`config.mk`:
```
export PLATFORM = sky130hd
export DESIGN_NAME = dcache_port_arbiter
export DESIGN_NICKNAME = d
export VERILOG_FILES = /design/src/hdl/dcache_pkg.sv /design/src/hdl/dcache_port_arbiter.sv
export SDC_FILE = /design/constraint.sdc
export NUM_CORES = 1
export LEC_CHECK = 0
export ABC_AREA = 1
export BUFFER_PORTS_ARGS = -buffer_cell sky130_fd_sc_hd__buf_2
export CAP_MARGIN = 10
export CELL_PAD_IN_SITES_DETAIL_PLACEMENT = 0
export CELL_PAD_IN_SITES_GLOBAL_PLACEMENT = 1
export CORE_AREA = 2 2 90 92
export CTS_CLUSTER_SIZE = 20
export DETAILED_ROUTE_END_ITERATION = 10
export DIE_AREA = 0 0 92 94
export GPL_TIMING_DRIVEN = 0
export PLACE_DENSITY = 0.88
export SYNTH_ARGS = -nofsm -noshare
export SYNTH_HDL_FRONTEND = slang
export SYNTH_SLANG_ARGS = --single-unit
```
`constraint.sdc`:
```
create_clock -name clk_i -period 6.9 [get_ports clk_i]
set_input_delay 2.07 -clock clk_i [delete_from_list [all_inputs] [get_ports clk_i]]
set_output_delay 2.07 -clock clk_i [all_outputs]
set_load 0.01 [all_outputs]
```
`src/hdl/dcache_pkg.sv`:
```
// cache core types; 64-bit words, one valid bit per way, NumBanks words per line
package dcache_pkg;

  ////////////////////////////////////////
  // geometry
  ////////////////////////////////////////

  localparam int unsigned TagWidth     = 16;
  localparam int unsigned IdxWidth     = 6;
  localparam int unsigned NumSets      = 1 << IdxWidth;
  localparam int unsigned NumWays      = 4;
  localparam int unsigned NumBanks     = 2;
  // 16 bytes per line, bank number sits above the 8-byte word offset
  localparam int unsigned OffWidth     = 4;
  localparam int unsigned BankSelWidth = 1;

  ////////////////////////////////////////
  // field types
  ////////////////////////////////////////

  typedef logic [TagWidth-1:0] tag_t;
  typedef logic [IdxWidth-1:0] idx_t;
  typedef logic [OffWidth-1:0] off_t;
  typedef logic [NumWays-1:0]  way_vec_t;
  typedef logic [63:0]         word_t;
  typedef word_t [NumBanks-1:0] line_t;

  ////////////////////////////////////////
  // port and array structs
  ////////////////////////////////////////

  typedef struct packed {
    idx_t idx;
    off_t off;
  } rd_port_t;

  typedef struct packed {
    logic     vld;
    way_vec_t way_en;    // ways to overwrite
    way_vec_t vld_bits;  // new valid bit per way
    tag_t     tag;
    idx_t     idx;
    line_t    line;
  } line_wr_t;

  typedef struct packed {
    way_vec_t                tag_en;
    logic                    tag_we;
    idx_t                    idx;
    logic [NumBanks-1:0]     bank_en;
    logic [NumBanks-1:0]     bank_we;
    logic [BankSelWidth-1:0] bank_sel;  // bank of the read word
  } array_req_t;

  typedef struct packed {
    tag_t [NumWays-1:0]  tag;
    way_vec_t            vld;
    word_t [NumWays-1:0] data;
  } array_rsp_t;

endpackage

```
`src/hdl/dcache_port_arbiter.sv`:
```
// NumPorts must be at least 2; a line write takes the arrays and blocks every read grant
`timescale 1ns/100ps

module dcache_port_arbiter import dcache_pkg::*; #(
  parameter int unsigned NumPorts = 3
) (
  input  logic                        clk_i,
  input  logic                        rst_ni,
  input  logic [NumPorts-1:0]         rd_req_i,
  input  logic [NumPorts-1:0]         rd_prio_i,
  input  rd_port_t [NumPorts-1:0]     rd_addr_i,
  input  line_wr_t                    line_wr_i,
  output logic [NumPorts-1:0]         rd_ack_o,
  output array_req_t                  array_req_o,
  output logic                        lookup_vld_q_o,
  output logic [$clog2(NumPorts)-1:0] port_sel_q_o
);

  logic [NumPorts-1:0]         req_prio;
  logic [NumPorts-1:0]         req_masked;
  logic [$clog2(NumPorts)-1:0] rr_ptr_q;
  logic [$clog2(NumPorts)-1:0] gnt_idx;
  logic                        gnt_vld;
  logic                        rd_acked;

  ////////////////////////////////////////
  // priority masking and round robin
  ////////////////////////////////////////

  // high priority requests hide the low priority ones
  assign req_prio   = rd_req_i & rd_prio_i;
  assign req_masked = (|req_prio) ? req_prio : rd_req_i;

  always_comb begin
    int unsigned cand;
    gnt_idx = '0;
    gnt_vld = 1'b0;
    // first requester at or after the pointer, wrapping
    for (int unsigned i = 0; i < NumPorts; i++) begin
      cand = int'(rr_ptr_q) + i;
      if (cand >= NumPorts) begin
        cand = cand - NumPorts;
      end
      if (!gnt_vld && req_masked[cand]) begin
        gnt_vld = 1'b1;
        gnt_idx = cand[$clog2(NumPorts)-1:0];
      end
    end
  end

  assign rd_acked = gnt_vld & ~line_wr_i.vld;

  always_comb begin
    rd_ack_o = '0;
    if (rd_acked) begin
      rd_ack_o[gnt_idx] = 1'b1;
    end
  end

  ////////////////////////////////////////
  // array command
  ////////////////////////////////////////

  always_comb begin
    array_req_o = '0;
    if (line_wr_i.vld) begin
      // full line fill of the chosen ways
      array_req_o.tag_en  = line_wr_i.way_en;
      array_req_o.tag_we  = 1'b1;
      array_req_o.idx     = line_wr_i.idx;
      array_req_o.bank_en = '1;
      array_req_o.bank_we = '1;
    end else if (rd_acked) begin
      array_req_o.tag_en   = '1;
      array_req_o.idx      = rd_addr_i[gnt_idx].idx;
      array_req_o.bank_sel = rd_addr_i[gnt_idx].off[OffWidth-1 -: BankSelWidth];
      array_req_o.bank_en[rd_addr_i[gnt_idx].off[OffWidth-1 -: BankSelWidth]] = 1'b1;
    end
  end

  ////////////////////////////////////////
  // state
  ////////////////////////////////////////

  always_ff @(posedge clk_i or negedge rst_ni) begin
    if (!rst_ni) begin
      rr_ptr_q       <= '0;
      lookup_vld_q_o <= 1'b0;
      port_sel_q_o   <= '0;
    end else begin
      lookup_vld_q_o <= rd_acked;
      if (rd_acked) begin
        port_sel_q_o <= gnt_idx;
        // pointer moves just past the winner
        if (int'(gnt_idx) == NumPorts - 1) begin
          rr_ptr_q <= '0;
        end else begin
          rr_ptr_q <= gnt_idx + 1'b1;
        end
      end
    end
  end

endmodule

```
==> insert_results.sql <==
INSERT INTO impl_metrics (metric_group, metric, value, unit) VALUES
('sta', 'finalHoldViolCount', '0', ''),
('sta', 'report.final.setup_viol', '0', ''),
('cts', 'cts.repair_timing.setup_buffer_count', '0', ''),
('floorplanning', 'die_area', '8648', 'µm²'),
('logic_synthesis', 'syn_avg_cell_area', '5.927', 'µm²'),
('placed_design', 'dp_hpwl', '2.631', 'mm'),
('critical_path', 'r2r_start', 'rr_ptr_q[0]', ''),
('floorplanning', 'initial_core_util', '11.84', '%'),
('drt', 'ant_nets', '0', ''),
('floorplanning', 'die_h', '94', 'µm'),
('drt', 'firstDrtPassIters', '4', ''),
('critical_path', 'critPathKind', 'in2out', ''),
('logic_synthesis', 'yosys-top-cells-area', 'nand2_1 (25%), dfrtp_1 (14%), nand3_1 (13%)', ''),
('critical_path', 'end_kind', 'primary output', ''),
('logic_synthesis', 'postSynthRegisterBits', '5', ''),
('cts', 'cts.htree.levels', '1', ''),
('floorplanning', 'die_x', '92', 'µm'),
('placed_design', 'placed_cells_incl_taps', '315', ''),
('logic_synthesis', 'syn_area', '900.9', 'µm²'),
('logic_synthesis', 'top_flip_flop_cell_by_instance_count_after_synthesis', 'dfrtp_1', ''),
('sta', 'grt_setup_unrepaired', 'no', ''),
('sta', 'tightest_slew_margin_relative_to_the_limit', '70.30', '%'),
('cts', 'hold_buffers', '0', ''),
('cts', 'ctsLongestPathBuffers', '2', ''),
('sta', 'finalHoldWorstSlack', '477.8', 'ps'),
('critical_path', 'r2r.worst_path.cells', '11', ''),
('critical_path', 'endpoint', 'array_req_o[3]', ''),
('critical_path', 'critical_path.max_fanout', '9', ''),
('cts', 'clock_insertion_delay_worst_skew', '230', 'ps'),
('drt', 'vias', '1166', ''),
('floorplanning', 'ioPinCount', '219', ''),
('drt', 'wirelength', '3.099', 'mm'),
('critical_path', 'critical_path.slowest_cell', 'nor2_2', ''),
('cells_and_area', 'fraction_of_final_layout_cells_sized_beyond_drive_strength_1', '44.24', '%'),
('logic_synthesis', 'synth-async-reset-ratio', '100.0', '%'),
('sta', 'final_max_slew_viol_count', '0', ''),
('logic_synthesis', 'synth_cell_types', '24', ''),
('global_route', 'grt_pass1_vias', '1088', ''),
('critical_path', 'timing.critical_path.mode_cell', 'nand2_1', ''),
('floorplanning', 'num_rows', '32', ''),
('cts', 'root_buffer', 'clkbuf_8', ''),
('power_and_ir_drop', 'total_power', '0.6390', 'mW'),
('global_route', 'global_route.usage.total', '7.184', '%'),
('run_status', 'outcome', 'finished, final reports clean', ''),
('cts', 'cts-resized-gates', '0', ''),
('logic_synthesis', 'total_nets_after_synthesis', '351', ''),
('cts', 'clkSinkCount', '5', ''),
('logic_synthesis', 'syn_inst', '152', ''),
('floorplanning', 'core_area', '7607', 'µm²'),
('cells_and_area', 'layout.cells.most_common', 'buf_2', ''),
('drt', 'initialDrtViolationCount', '37', ''),
('logic_synthesis', 'synth_largest_type_area_fraction', '24.58', '%'),
('sta', 'final_period_minus_worst_setup_slack', '5754', 'ps'),
('drt', 'viasPerCell', '3.655', ''),
('critical_path', 'r2r-end', 'rr_ptr_q[0]', ''),
('sta', 'timing.setup.tns', '0', 'ps'),
('global_route', 'global_route_wire_length_before_repair', '5.078', 'mm'),
('sta', 'fmaxAchievable', '173.8', 'MHz'),
('global_route', 'grt_start_max_net_pins', '11', ''),
('sta', 'timing.clock.skew', '0.6927', 'ps'),
('sta', 'period_share', '83.39', '%'),
('power_and_ir_drop', 'powerDensity', '463.4', 'nW/µm²'),
('power_and_ir_drop', 'power.static_leakage', '0.7816', 'nW'),
('critical_path', 'setup.reg_to_reg.worst_slack', '4880', 'ps'),
('critical_path', 'worstPathCellList', 'buf_2, nand2_2, nand3_2, nand2_2, inv_1, o21ai_2, nand2_4, nand3_1, nand2_1, nor2_2, nand2_1, nand2_1, nand2_1, nand2_1, nand2_1, buf_2', ''),
('critical_path', 'timing.critical_path.arrival', '3680', 'ps'),
('cells_and_area', 'syn2layout_area_growth', '53.06', '%'),
('flow_run', 'maxcap_viol_count', '0', ''),
('critical_path', 'startpoint_type', 'input pin', ''),
('critical_path', 'crit_required', '4830', 'ps'),
('logic_synthesis', 'edff_count_synth', '0', '');
==> kinds of logic after synthesis <==
logic type      synth area share (%)
compound gates                 3.472
fa+ha+maj                      2.777
buf+inv                        12.36
flops                          13.89
simple gates                   67.50
==> synthesized netlist by cell type (2+ instances only) <==
master	count
buf_4	3
dfrtp_1	5
ha_1	2
inv_1	15
nand2_1	59
nand2_2	9
nand2_4	5
nand3_1	23
nand3_2	4
nand4_1	6
nor2_1	3
nor2_2	5
o21ai_1	2
==> per-layer routing <==
| metal | vias to the layer above | track usage (%) | routed length (µm) |
|---|---|---|---|
| met3 | 5 | 0.8026 | 196 |
| li1 | 615 | - | - |
| met1 | 503 | 9.593 | 1393 |
| met2 | 43 | 11.76 | 1453 |
| met4 | 0 | 2.985 | 55 |
| met5 | - | 0 | 0 |
==> worst max-delay path, delay by kind of cell <==
| family | cells | cell delay (ps) |
|---|---|---|
| and+or+nand+nor | 12 | 1150 |
| buffers and inverters | 3 | 320 |
| AOI/OAI and AO/OA | 1 | 150 |
==> registers in the layout, indices dropped and copies added (netlist names) <==
| name | cells |
|---|---|
| port_sel_q_o | 2 |
| rr_ptr_q | 2 |
| lookup_vld_q_o | 1 |
==> layout make-up <==
cell class,instances,area (µm²)
fillers,913,6228
multi-input cells,125,664.4
repair buffers,61,305.3
well taps,102,127.6
flip-flops and latches,5,125.1
inverters,16,60.06
plain buffers,6,51.30
clock buffers,4,45.04
==> stage by stage <==
stage               util, %  setup WS [ps]  area [µm²]
global route          18.13          924.0        1379
detailed placement    17.53           1124        1334
finish                18.13           1146        1379
global placement      17.53           1154        1334
floorplan                 -           1539       900.9
CTS                   18.13           1118        1379
==> report_power, final <==
part / total [mW] / internal, mW / switching (mW)
clock: 0.0566 / 0.0399 / 0.0167
sequential: 0.0471 / 0.0419 / 0.00517
combinational: 0.535 / 0.190 / 0.346
total: 0.639 / 0.271 / 0.368
==> how the worst min path moves through the flow <==
stage | to | startpoint | slack (ps) | depth (start not counted)
floorplan | port_sel_q_o[0] | port_sel_q_o[0] | 510 | 2
finish | port_sel_q_o[0] | port_sel_q_o[0] | 480 | 2
global route | port_sel_q_o[1] | port_sel_q_o[1] | 510 | 2
CTS | port_sel_q_o[0] | port_sel_q_o[0] | 480 | 2
detailed placement | port_sel_q_o[0] | port_sel_q_o[0] | 460 | 2
global placement | port_sel_q_o[0] | port_sel_q_o[0] | 460 | 2
No activity file was read; power rests on OpenSTA's default activity.
