`src/hdl/dcache_pkg.sv`:
```
// cache core types; 64-bit words, one valid bit per way, NumBanks words per line
package dcache_pkg;

  ////////////////////////////////////////
  // geometry
  ////////////////////////////////////////

  localparam int unsigned TagWidth     = 16;
  localparam int unsigned IdxWidth     = 6;
  localparam int unsigned NumSets      = 1 << IdxWidth;
  localparam int unsigned NumWays      = 4;
  localparam int unsigned NumBanks     = 2;
  // 16 bytes per line, bank number sits above the 8-byte word offset
  localparam int unsigned OffWidth     = 4;
  localparam int unsigned BankSelWidth = 1;

  ////////////////////////////////////////
  // field types
  ////////////////////////////////////////

  typedef logic [TagWidth-1:0] tag_t;
  typedef logic [IdxWidth-1:0] idx_t;
  typedef logic [OffWidth-1:0] off_t;
  typedef logic [NumWays-1:0]  way_vec_t;
  typedef logic [63:0]         word_t;
  typedef word_t [NumBanks-1:0] line_t;

  ////////////////////////////////////////
  // port and array structs
  ////////////////////////////////////////

  typedef struct packed {
    idx_t idx;
    off_t off;
  } rd_port_t;

  typedef struct packed {
    logic     vld;
    way_vec_t way_en;    // ways to overwrite
    way_vec_t vld_bits;  // new valid bit per way
    tag_t     tag;
    idx_t     idx;
    line_t    line;
  } line_wr_t;

  typedef struct packed {
    way_vec_t                tag_en;
    logic                    tag_we;
    idx_t                    idx;
    logic [NumBanks-1:0]     bank_en;
    logic [NumBanks-1:0]     bank_we;
    logic [BankSelWidth-1:0] bank_sel;  // bank of the read word
  } array_req_t;

  typedef struct packed {
    tag_t [NumWays-1:0]  tag;
    way_vec_t            vld;
    word_t [NumWays-1:0] data;
  } array_rsp_t;

endpackage

```
`src/hdl/dcache_tag_compare.sv`:
```
// purely combinational; rd_tag_i of the granted port must be valid the cycle after the grant
`timescale 1ns/100ps

module dcache_tag_compare import dcache_pkg::*; #(
  parameter int unsigned NumPorts = 3
) (
  input  tag_t [NumPorts-1:0]         rd_tag_i,
  input  logic                        lookup_vld_q_i,
  input  logic [$clog2(NumPorts)-1:0] port_sel_q_i,
  input  array_rsp_t                  array_rsp_i,
  output way_vec_t                    rd_hit_oh_o,
  output way_vec_t                    rd_vld_bits_o,
  output word_t                       rd_data_o
);

  tag_t rd_tag;

  // tag of the port granted last cycle
  assign rd_tag = rd_tag_i[port_sel_q_i];

  ////////////////////////////////////////
  // hit generation
  ////////////////////////////////////////

  for (genvar w = 0; w < NumWays; w++) begin : gen_cmp
    assign rd_hit_oh_o[w] = lookup_vld_q_i & array_rsp_i.vld[w] &
                            (array_rsp_i.tag[w] == rd_tag);
  end

  assign rd_vld_bits_o = array_rsp_i.vld;

  ////////////////////////////////////////
  // word select
  ////////////////////////////////////////

  // walk down so the lowest hitting way wins, zero on a miss
  always_comb begin
    rd_data_o = '0;
    for (int w = NumWays - 1; w >= 0; w--) begin
      if (rd_hit_oh_o[w]) begin
        rd_data_o = array_rsp_i.data[w];
      end
    end
  end

endmodule

```
`config.mk`:
```
export PLATFORM = sky130hd
export DESIGN_NAME = dcache_tag_compare
export DESIGN_NICKNAME = d
export VERILOG_FILES = /design/src/hdl/dcache_pkg.sv /design/src/hdl/dcache_tag_compare.sv
export SDC_FILE = /design/constraint.sdc
export NUM_CORES = 1
export LEC_CHECK = 0
export BUFFER_PORTS_ARGS = -buffer_cell sky130_fd_sc_hd__buf_2
export CORE_AREA = 2 2 175 177
export DETAILED_ROUTE_END_ITERATION = 16
export DIE_AREA = 0 0 177 179
export SLEW_MARGIN = 20
export SYNTH_ARGS = -nofsm -noshare
export SYNTH_HDL_FRONTEND = slang
export SYNTH_SLANG_ARGS = --single-unit
```
`constraint.sdc`:
```
create_clock -name vclk -period 3.3
set_input_delay 0.33 -clock vclk [all_inputs]
set_output_delay 0.33 -clock vclk [all_outputs]
set_load 0.01 [all_outputs]
```
==> results.cfg, run 1 <==
[outcome]
status = complete, but fails checks
violations = setup timing

[yosys]
ys_seq_area_share_pct = 0
synth_area_leaders = a32oi_1, o22ai_1, nand4_1
syn_inst = 631
synth_top_area_share_pct = 14.48
yosys-top-cells-count = o22ai_1, nand4_1, nand3_1, a32oi_1, nand2_1
syn_area_um2 = 3993
yosysTopAreaCell = a32oi_1
synth_most_common_cell = o22ai_1
ys.warnings.count = 0
syn_nets = 1006
syn_avg_cell_area_um2 = 6.327
synth.distinct_cells = 52

[placement]
hpwl_um = 23440
place.gp.congestion = 0.8644
dpl_cell_area_um2 = 7460
portBuffers = 447

[timing]
slew_headroom_pct = 50.66
rsz0062_at_grt = yes
worst_slack_ns = -0.1067
fmax_mhz = 293.5
post-route-period-util_pct = 103.2
hold_violations = 0
whs_ns = 0.8705
tightest_slew_ns = 0.7308
min_period_ns = 3.407
maxSlewViolCount = 0
finalSetupViolations = 30

[detailed_routing]
wl_met2_um = 16980
firstDrtPassIters = 5
drt-total-wl_um = 35610
drc = 0
vias = 8007
wl_per_cell_um = 22.92
top_layer_used = met5
drt_iter0_drc = 688
drtAntennaViolNets = 0
route.met3.wl_um = 3215
via_per_inst = 5.153
wl_met1_um = 14390

[layout]
design.seq.count = 0
regArea_um2 = 0
drive_gt1_share_pct = 59.74
final_nets = 1532
finish.instance_area_um2 = 8653
syn2layout_area_growth_pct = 116.7
utilization_pct = 28.82
n_clock_buffer = 0

[job]
drv_cap = 0

[grt]
grt_pass1_wl_um = 43130
grt_max_degree = 65
grt_use_total_pct = 17.85
antenna_found_initial = 6
grt_pass1_vias = 7124
grt-ovfl-total = 0

[floorplanning]
num_rows = 64
die_w_um = 177
fp.coreArea_um2 = 30030
ios = 447
dieArea_um2 = 31680
start_util_pct = 13.30
die_y_um = 179

[setup_path]
cp.arrival_ns = 3.08
end_kind = primary output
path_max_fanout = 9
critPathKind = in -> out
crit_required_ns = 2.97
worst_setup_path_start_kind = input pin

[hold_path]
min_to = rd_vld_bits_o[1]
hold_path.class = in -> out
min-delay-start = array_rsp_i[257]
hold_depth = 2

[pwr]
powerDensity_nw_per_um2 = 94.35
power.leakage_nw = 3.890
ir_worst_vdd_mv = 0.06254
==> layer usage <==
layer,GRT usage (%),vias up
met4,4.511,2
met1,23.24,3769
met3,3.202,74
met2,30.27,583
li1,-,3579
met5,0,-
==> cells in the final DEF (no fill, tap or decap), types with 7 or more instances in the layout <==
| cell | netlist | layout |
|---|---|---|
| buf_12 | 0 | 25 |
| clkbuf_16 | 0 | 11 |
| nand4_1 | 70 | 70 |
| xor2_1 | 19 | 18 |
| nand2_4 | 0 | 7 |
| nand2_1 | 66 | 38 |
| xnor2_1 | 31 | 29 |
| buf_4 | 4 | 107 |
| nor2b_1 | 8 | 7 |
| a32oi_2 | 0 | 10 |
| nand2b_1 | 16 | 15 |
| o22ai_1 | 71 | 66 |
| nand2_2 | 0 | 21 |
| mux2i_1 | 19 | 10 |
| nand3b_1 | 10 | 10 |
| buf_6 | 9 | 12 |
| nor2_1 | 11 | 10 |
| buf_2 | 13 | 445 |
| a32oi_1 | 66 | 56 |
| nand3_1 | 68 | 67 |
| inv_1 | 14 | 14 |
==> worst max-delay path by stage <==
stage / cells past startpoint / from / end / slack [ns]
3_5_place_dp: 15 / port_sel_q_i[1] / rd_data_o[7] / -0.64
2_1_floorplan: 12 / port_sel_q_i[1] / rd_data_o[14] / 0.21
3_3_place_gp: 15 / port_sel_q_i[1] / rd_data_o[7] / -0.62
6_report: 13 / port_sel_q_i[1] / rd_data_o[32] / -0.11
5_1_grt: 13 / port_sel_q_i[1] / rd_data_o[19] / -0.18
4_1_cts: 13 / port_sel_q_i[1] / rd_data_o[11] / -0.1
==> critical path, stage by stage <==
cell     delay, ns
buf_12        0.12
mux2i_4       0.18
xnor2_1       0.12
or4_1         0.51
a211o_1       0.28
or4_4         0.58
inv_8         0.09
buf_12        0.14
buf_12        0.16
buf_4         0.12
nand2_2       0.04
a32oi_1       0.20
buf_2         0.19
==> where the power goes <==
part | internal (mW) | switching [mW]
combinational | 0.417 | 0.399
clock | 0.000000122 | 0
sequential | 0 | 0
==> layout make-up <==
type / count / area, µm²
fill: 3286 / 21380
tap: 396 / 495.5
timing repair buffer: 610 / 4134
multi-input combinational: 529 / 3949
antenna: 3 / 7.507
inverter: 16 / 67.56
==> cells by family after synthesis <==
family | synth area share [%]
compound gates | 32.65
mux | 6.236
xor+xnor | 10.97
simple gates | 38.08
buf+inv | 12.07
==> metrics by stage <==
step	cells	total power [mW]	setup TNS, ns	setup slack (ns)
after global routing	1554	0.8720	-5.174	-0.1813
after detailed placement	1505	0.7448	-31.93	-0.6360
after floorplan	631	0.2723	0	0.2125
final	1554	0.8164	-1.669	-0.1067
after global placement	1505	0.7386	-29.58	-0.6179
after CTS	1518	0.7747	-2.423	-0.09774
==> timing repair <==
action / in CTS / in global routing
gates cloned: 3 / 13
resized for setup: 40 / 89
setup buffers: 12 / 22
hold buffers: 0 / 0
pin swaps: 27 / 67
setup endpoints to repair: 67 / 64
(Power assumes the default switching activity.)
==> inputs of run 2 (changes only) <==
- CORE_AREA: 2 2 175 177 -> 2 2 172 174
- DIE_AREA: 0 0 177 179 -> 0 0 174 176
==> run 2 against run 1 <==
Effect of this change: flip-flop and latch count stayed put; combinational power hardly changed; critical endpoint is now rd_data_o[49]; worst setup slack better by 0.085 ns; largest power group unchanged; routed wire length is 14% lower; the flow still finishes with violations (setup timing).
==> results.cfg, run 2 (synthesized netlist as in run 1, its figures left out) <==
[timing]
slew_headroom_pct = 51.36
finalSetupViolations = 2
worst_slack_ns = -0.02218
fmax_mhz = 301.0
post-route-period-util_pct = 100.7
final.setup.tns_ns = -0.02219
min_period_ns = 3.322
tightest_slew_ns = 0.7205
rsz0062_at_grt = yes
whs_ns = 0.8704
hold_violations = 0
maxSlewViolCount = 0

[floorplanning]
ios = 447
dieArea_um2 = 30620
die_y_um = 176
num_rows = 62
die_w_um = 174
fp.coreArea_um2 = 28550
start_util_pct = 13.99

[layout]
design.seq.count = 0
n_clock_buffer = 0
multi_input_area_um2 = 3935
syn2layout_area_growth_pct = 106.6
regArea_um2 = 0
final_nets = 1493
drive_gt1_share_pct = 57.44
fin_cells = 1501
final_cell_mix = buf_2, o22ai_1, buf_4, nand4_1, nand3_1
nFillCells = 3103
final_common_cell = buf_2

[setup_path]
critPathKind = in -> out
path_max_fanout = 10
cp.arrival_ns = 2.99
crit_required_ns = 2.97
end_kind = primary output
worst_setup_path_start_kind = input pin

[grt]
grt_pass1_wl_um = 43040
antenna_found_initial = 3
grt-ovfl-total = 0
grt_use_total_pct = 17.83
grt_max_degree = 66
grt_pass1_vias = 7604

[clock_network]
postCtsHoldBufs = 0

[placement]
place_ws_ns = -0.3445
hpwl_um = 22610
placed_cells = 1468
portBuffers = 447
place.gp.congestion = 0.9100

[detailed_routing]
vias = 7832
drc = 0
drtAntennaViolNets = 0
drt-total-wl_um = 30780
via_per_inst = 5.218
wl_per_cell_um = 20.51
firstDrtPassIters = 5
drt_iter0_drc = 542

[hold_path]
hold_path.class = in -> out
min_to = rd_vld_bits_o[1]
min-delay-start = array_rsp_i[257]
hold_depth = 2

[job]
drv_cap = 0

[pwr]
powerDensity_nw_per_um2 = 98.71
ir_worst_vdd_mv = 0.06372
power.leakage_nw = 3.616

[outcome]
status = complete, but fails checks
violations = setup timing
-- run 2: changes by cell type in the layout (fill, tap and decap cells not counted), moves of 8 or more --
cell and delta:
nand2_2 -16, buf_6 +8, clkbuf_16 -8, buf_4 -36
nand2_1 +23, a32oi_2 +9, a32oi_1 -9
-- run 2: through the flow --
| stage | area, µm² | total power, mW | util (%) |
|---|---|---|---|
| after CTS | 7766 | 0.7638 | 27.20 |
| after global placement | 7154 | 0.7065 | 25.06 |
| after detailed placement | 7182 | 0.7135 | 25.16 |
| after global routing | 8249 | 0.8646 | 28.90 |
| final | 8249 | 0.8142 | 28.90 |
| after floorplan | 3993 | 0.2723 | - |
-- run 2: layout make-up --
class	instances	area share (%)
diodes	1	0.03034
inverters	16	0.8797
multi-input cells	529	47.70
well taps	384	5.824
repair buffers	571	45.56
-- run 2: worst max-delay path: stages --
cell and delay (ns):
buf_12 0.12, buf_12 0.13, mux2i_1 0.43, buf_4 0.21
o22a_1 0.13, o22a_1 0.13, nand4_1 0.09, or4_4 0.59
clkinv_8 0.13, buf_12 0.16, nand2_1 0.12, a32oi_2 0.24
buf_2 0.17
-- run 2: worst max-delay path by stage --
stage                     from             to  slack [ns]  cells after the start
2_1_floorplan  port_sel_q_i[1]  rd_data_o[14]        0.21                     12
5_1_grt        port_sel_q_i[1]  rd_data_o[22]       -0.09                     14
4_1_cts        port_sel_q_i[1]  rd_data_o[33]       0.002                     14
6_report       port_sel_q_i[1]  rd_data_o[49]       -0.02                     13
3_5_place_dp   port_sel_q_i[1]  rd_data_o[49]       -0.34                     13
3_3_place_gp   port_sel_q_i[1]  rd_data_o[34]       -0.48                     12
-- run 2: report_power, final --
part           leakage [nW]  internal, mW     total, mW  switching [mW]
Sequential                0             0             0               0
Combinational          3.62         0.422         0.814           0.393
Clock            0.00000634  0.0000000405  0.0000000405               0
Total                  3.62         0.422         0.814           0.393
-- run 2: what timing repair did --
item,CTS,global route
cloned,7,2
endpoints found under the setup margin,65,64
resized for setup,53,74
pin swaps,15,42
buffers inserted,16,10
-- run 2: per-layer routing --
layer	GRT usage, %	part of all wire, %	up-vias
met5	0	0	-
met4	5.637	3.3	0
met3	2.003	7.9	75
met2	32.72	50	578
met1	21.71	39	3692
li1	-	-	3487
==> inputs of run 3 (changes only) <==
- PLACE_DENSITY: not set -> 0.38
==> run 3 against run 2 <==
Effect of this change: the run now ends clean; critical path type unchanged; worst setup slack better by 0.038 ns; critical path depth stayed put; first-iteration DRC count is 18% lower; global-route usage is 1.3 points higher; fmax is 1.1% higher; combinational power is 3.4% lower; largest cell class is now non-clock buffers.
==> results.cfg, run 3 (synthesized netlist as in run 1, its figures left out) <==
[detailed_routing]
drtAntennaViolNets = 0
wl_per_cell_um = 21.19
drt_iter0_drc = 444
via_per_inst = 4.938
drc = 0
vias = 7521
firstDrtPassIters = 4
drt-total-wl_um = 32280

[pwr]
powerDensity_nw_per_um2 = 91.85
ir_worst_vdd_mv = 0.06037
finalPower_mw = 0.7860
power.leakage_nw = 3.726

[floorplanning]
die_w_um = 174
dieArea_um2 = 30620
start_util_pct = 13.99
fp.coreArea_um2 = 28550
ios = 447
die_y_um = 176
num_rows = 62

[timing]
worst_slack_ns = 0.01536
hold_violations = 0
slew_headroom_pct = 56.22
finalSetupViolations = 0
tightest_slew_ns = 0.6485
min_period_ns = 3.285
rsz0062_at_grt = yes
post-route-period-util_pct = 99.53
maxSlewViolCount = 0
fmax_mhz = 304.4
whs_ns = 0.8713
final.setup.tns_ns = 0

[placement]
place_ws_ns = -0.3237
place.gp.congestion = 0.8979
hpwl_um = 24720
portBuffers = 447

[grt]
grt_pass1_vias = 7682
grt_max_degree = 44
grt_use_total_pct = 19.09
grt-ovfl-total = 0
antenna_found_initial = 3
grt_pass1_wl_um = 45690

[setup_path]
cp.arrival_ns = 2.95
end_kind = primary output
critPathKind = in -> out
path_max_fanout = 5
worst_setup_path_start_kind = input pin
crit_required_ns = 2.97

[clock_network]
postCtsHoldBufs = 0

[outcome]
status = complete, no violations

[layout]
drive_gt1_share_pct = 58.71
final_nets = 1513
design.seq.count = 0
n_clock_buffer = 0
regArea_um2 = 0
final_common_cell = buf_2
syn2layout_area_growth_pct = 114.3
final_cell_mix = buf_2, buf_4, nand4_1, o22ai_1, nand3_1

[hold_path]
hold_path.class = in -> out
hold_depth = 2

[job]
drv_cap = 0
==> run 3: cell type report <==
class | instances | area [µm²]
diodes | 3 | 7.507
inverters | 16 | 67.56
fillers | 3264 | 19990
multi-input cells | 529 | 3963
well taps | 384 | 480.5
repair buffers | 591 | 4039
==> run 3: critical path: stages <==
cell and delay (ns):
buf_12 0.12, mux2i_4 0.18, xnor2_1 0.12, or4_1 0.52
a211o_1 0.31, or4_4 0.48, inv_8 0.10, buf_12 0.11
buf_12 0.11, buf_16 0.11, nand2_2 0.05, a32oi_2 0.21
buf_2 0.18
==> run 3: power by group <==
part / internal, mW / total [mW] / switching [mW]
clock: 0.000000122 / 0.000000122 / 0
sequential: 0 / 0 / 0
combinational: 0.403 / 0.786 / 0.383
total: 0.403 / 0.786 / 0.383
==> run 3: timing repair <==
action / 4_1_cts / 5_1_grt
buffers inserted: 15 / 19
setup endpoints to repair: 64 / 64
pin swaps: 25 / 33
endpoints found under the hold margin: 0 / 0
resized for setup: 63 / 64
gates cloned: 8 / 3
==> run 3: worst paths after layout <==
| check | start | end | slack (ns) |
|---|---|---|---|
| hold / removal | array_rsp_i[256] | rd_vld_bits_o[0] | 0.87 |
| setup / recovery | port_sel_q_i[1] | rd_data_o[49] | 0.02 |
==> run 3: metrics by stage <==
step           util, %  cells  cell area [µm²]
2_1_floorplan        -    631             3993
3_3_place_gp     25.93   1480             7402
3_5_place_dp     25.93   1480             7402
4_1_cts          28.09   1502             8019
5_1_grt          29.97   1523             8557
6_report         29.97   1523             8557
==> run 3: routing by layer <==
metal | wire, µm | vias up | track usage [%]
li1 | - | 3544 | -
met1 | 13010 | 3507 | 23.57
met2 | 15780 | 428 | 34.03
met3 | 2559 | 42 | 3.575
met4 | 929 | 0 | 4.972
met5 | 0 | - | 0
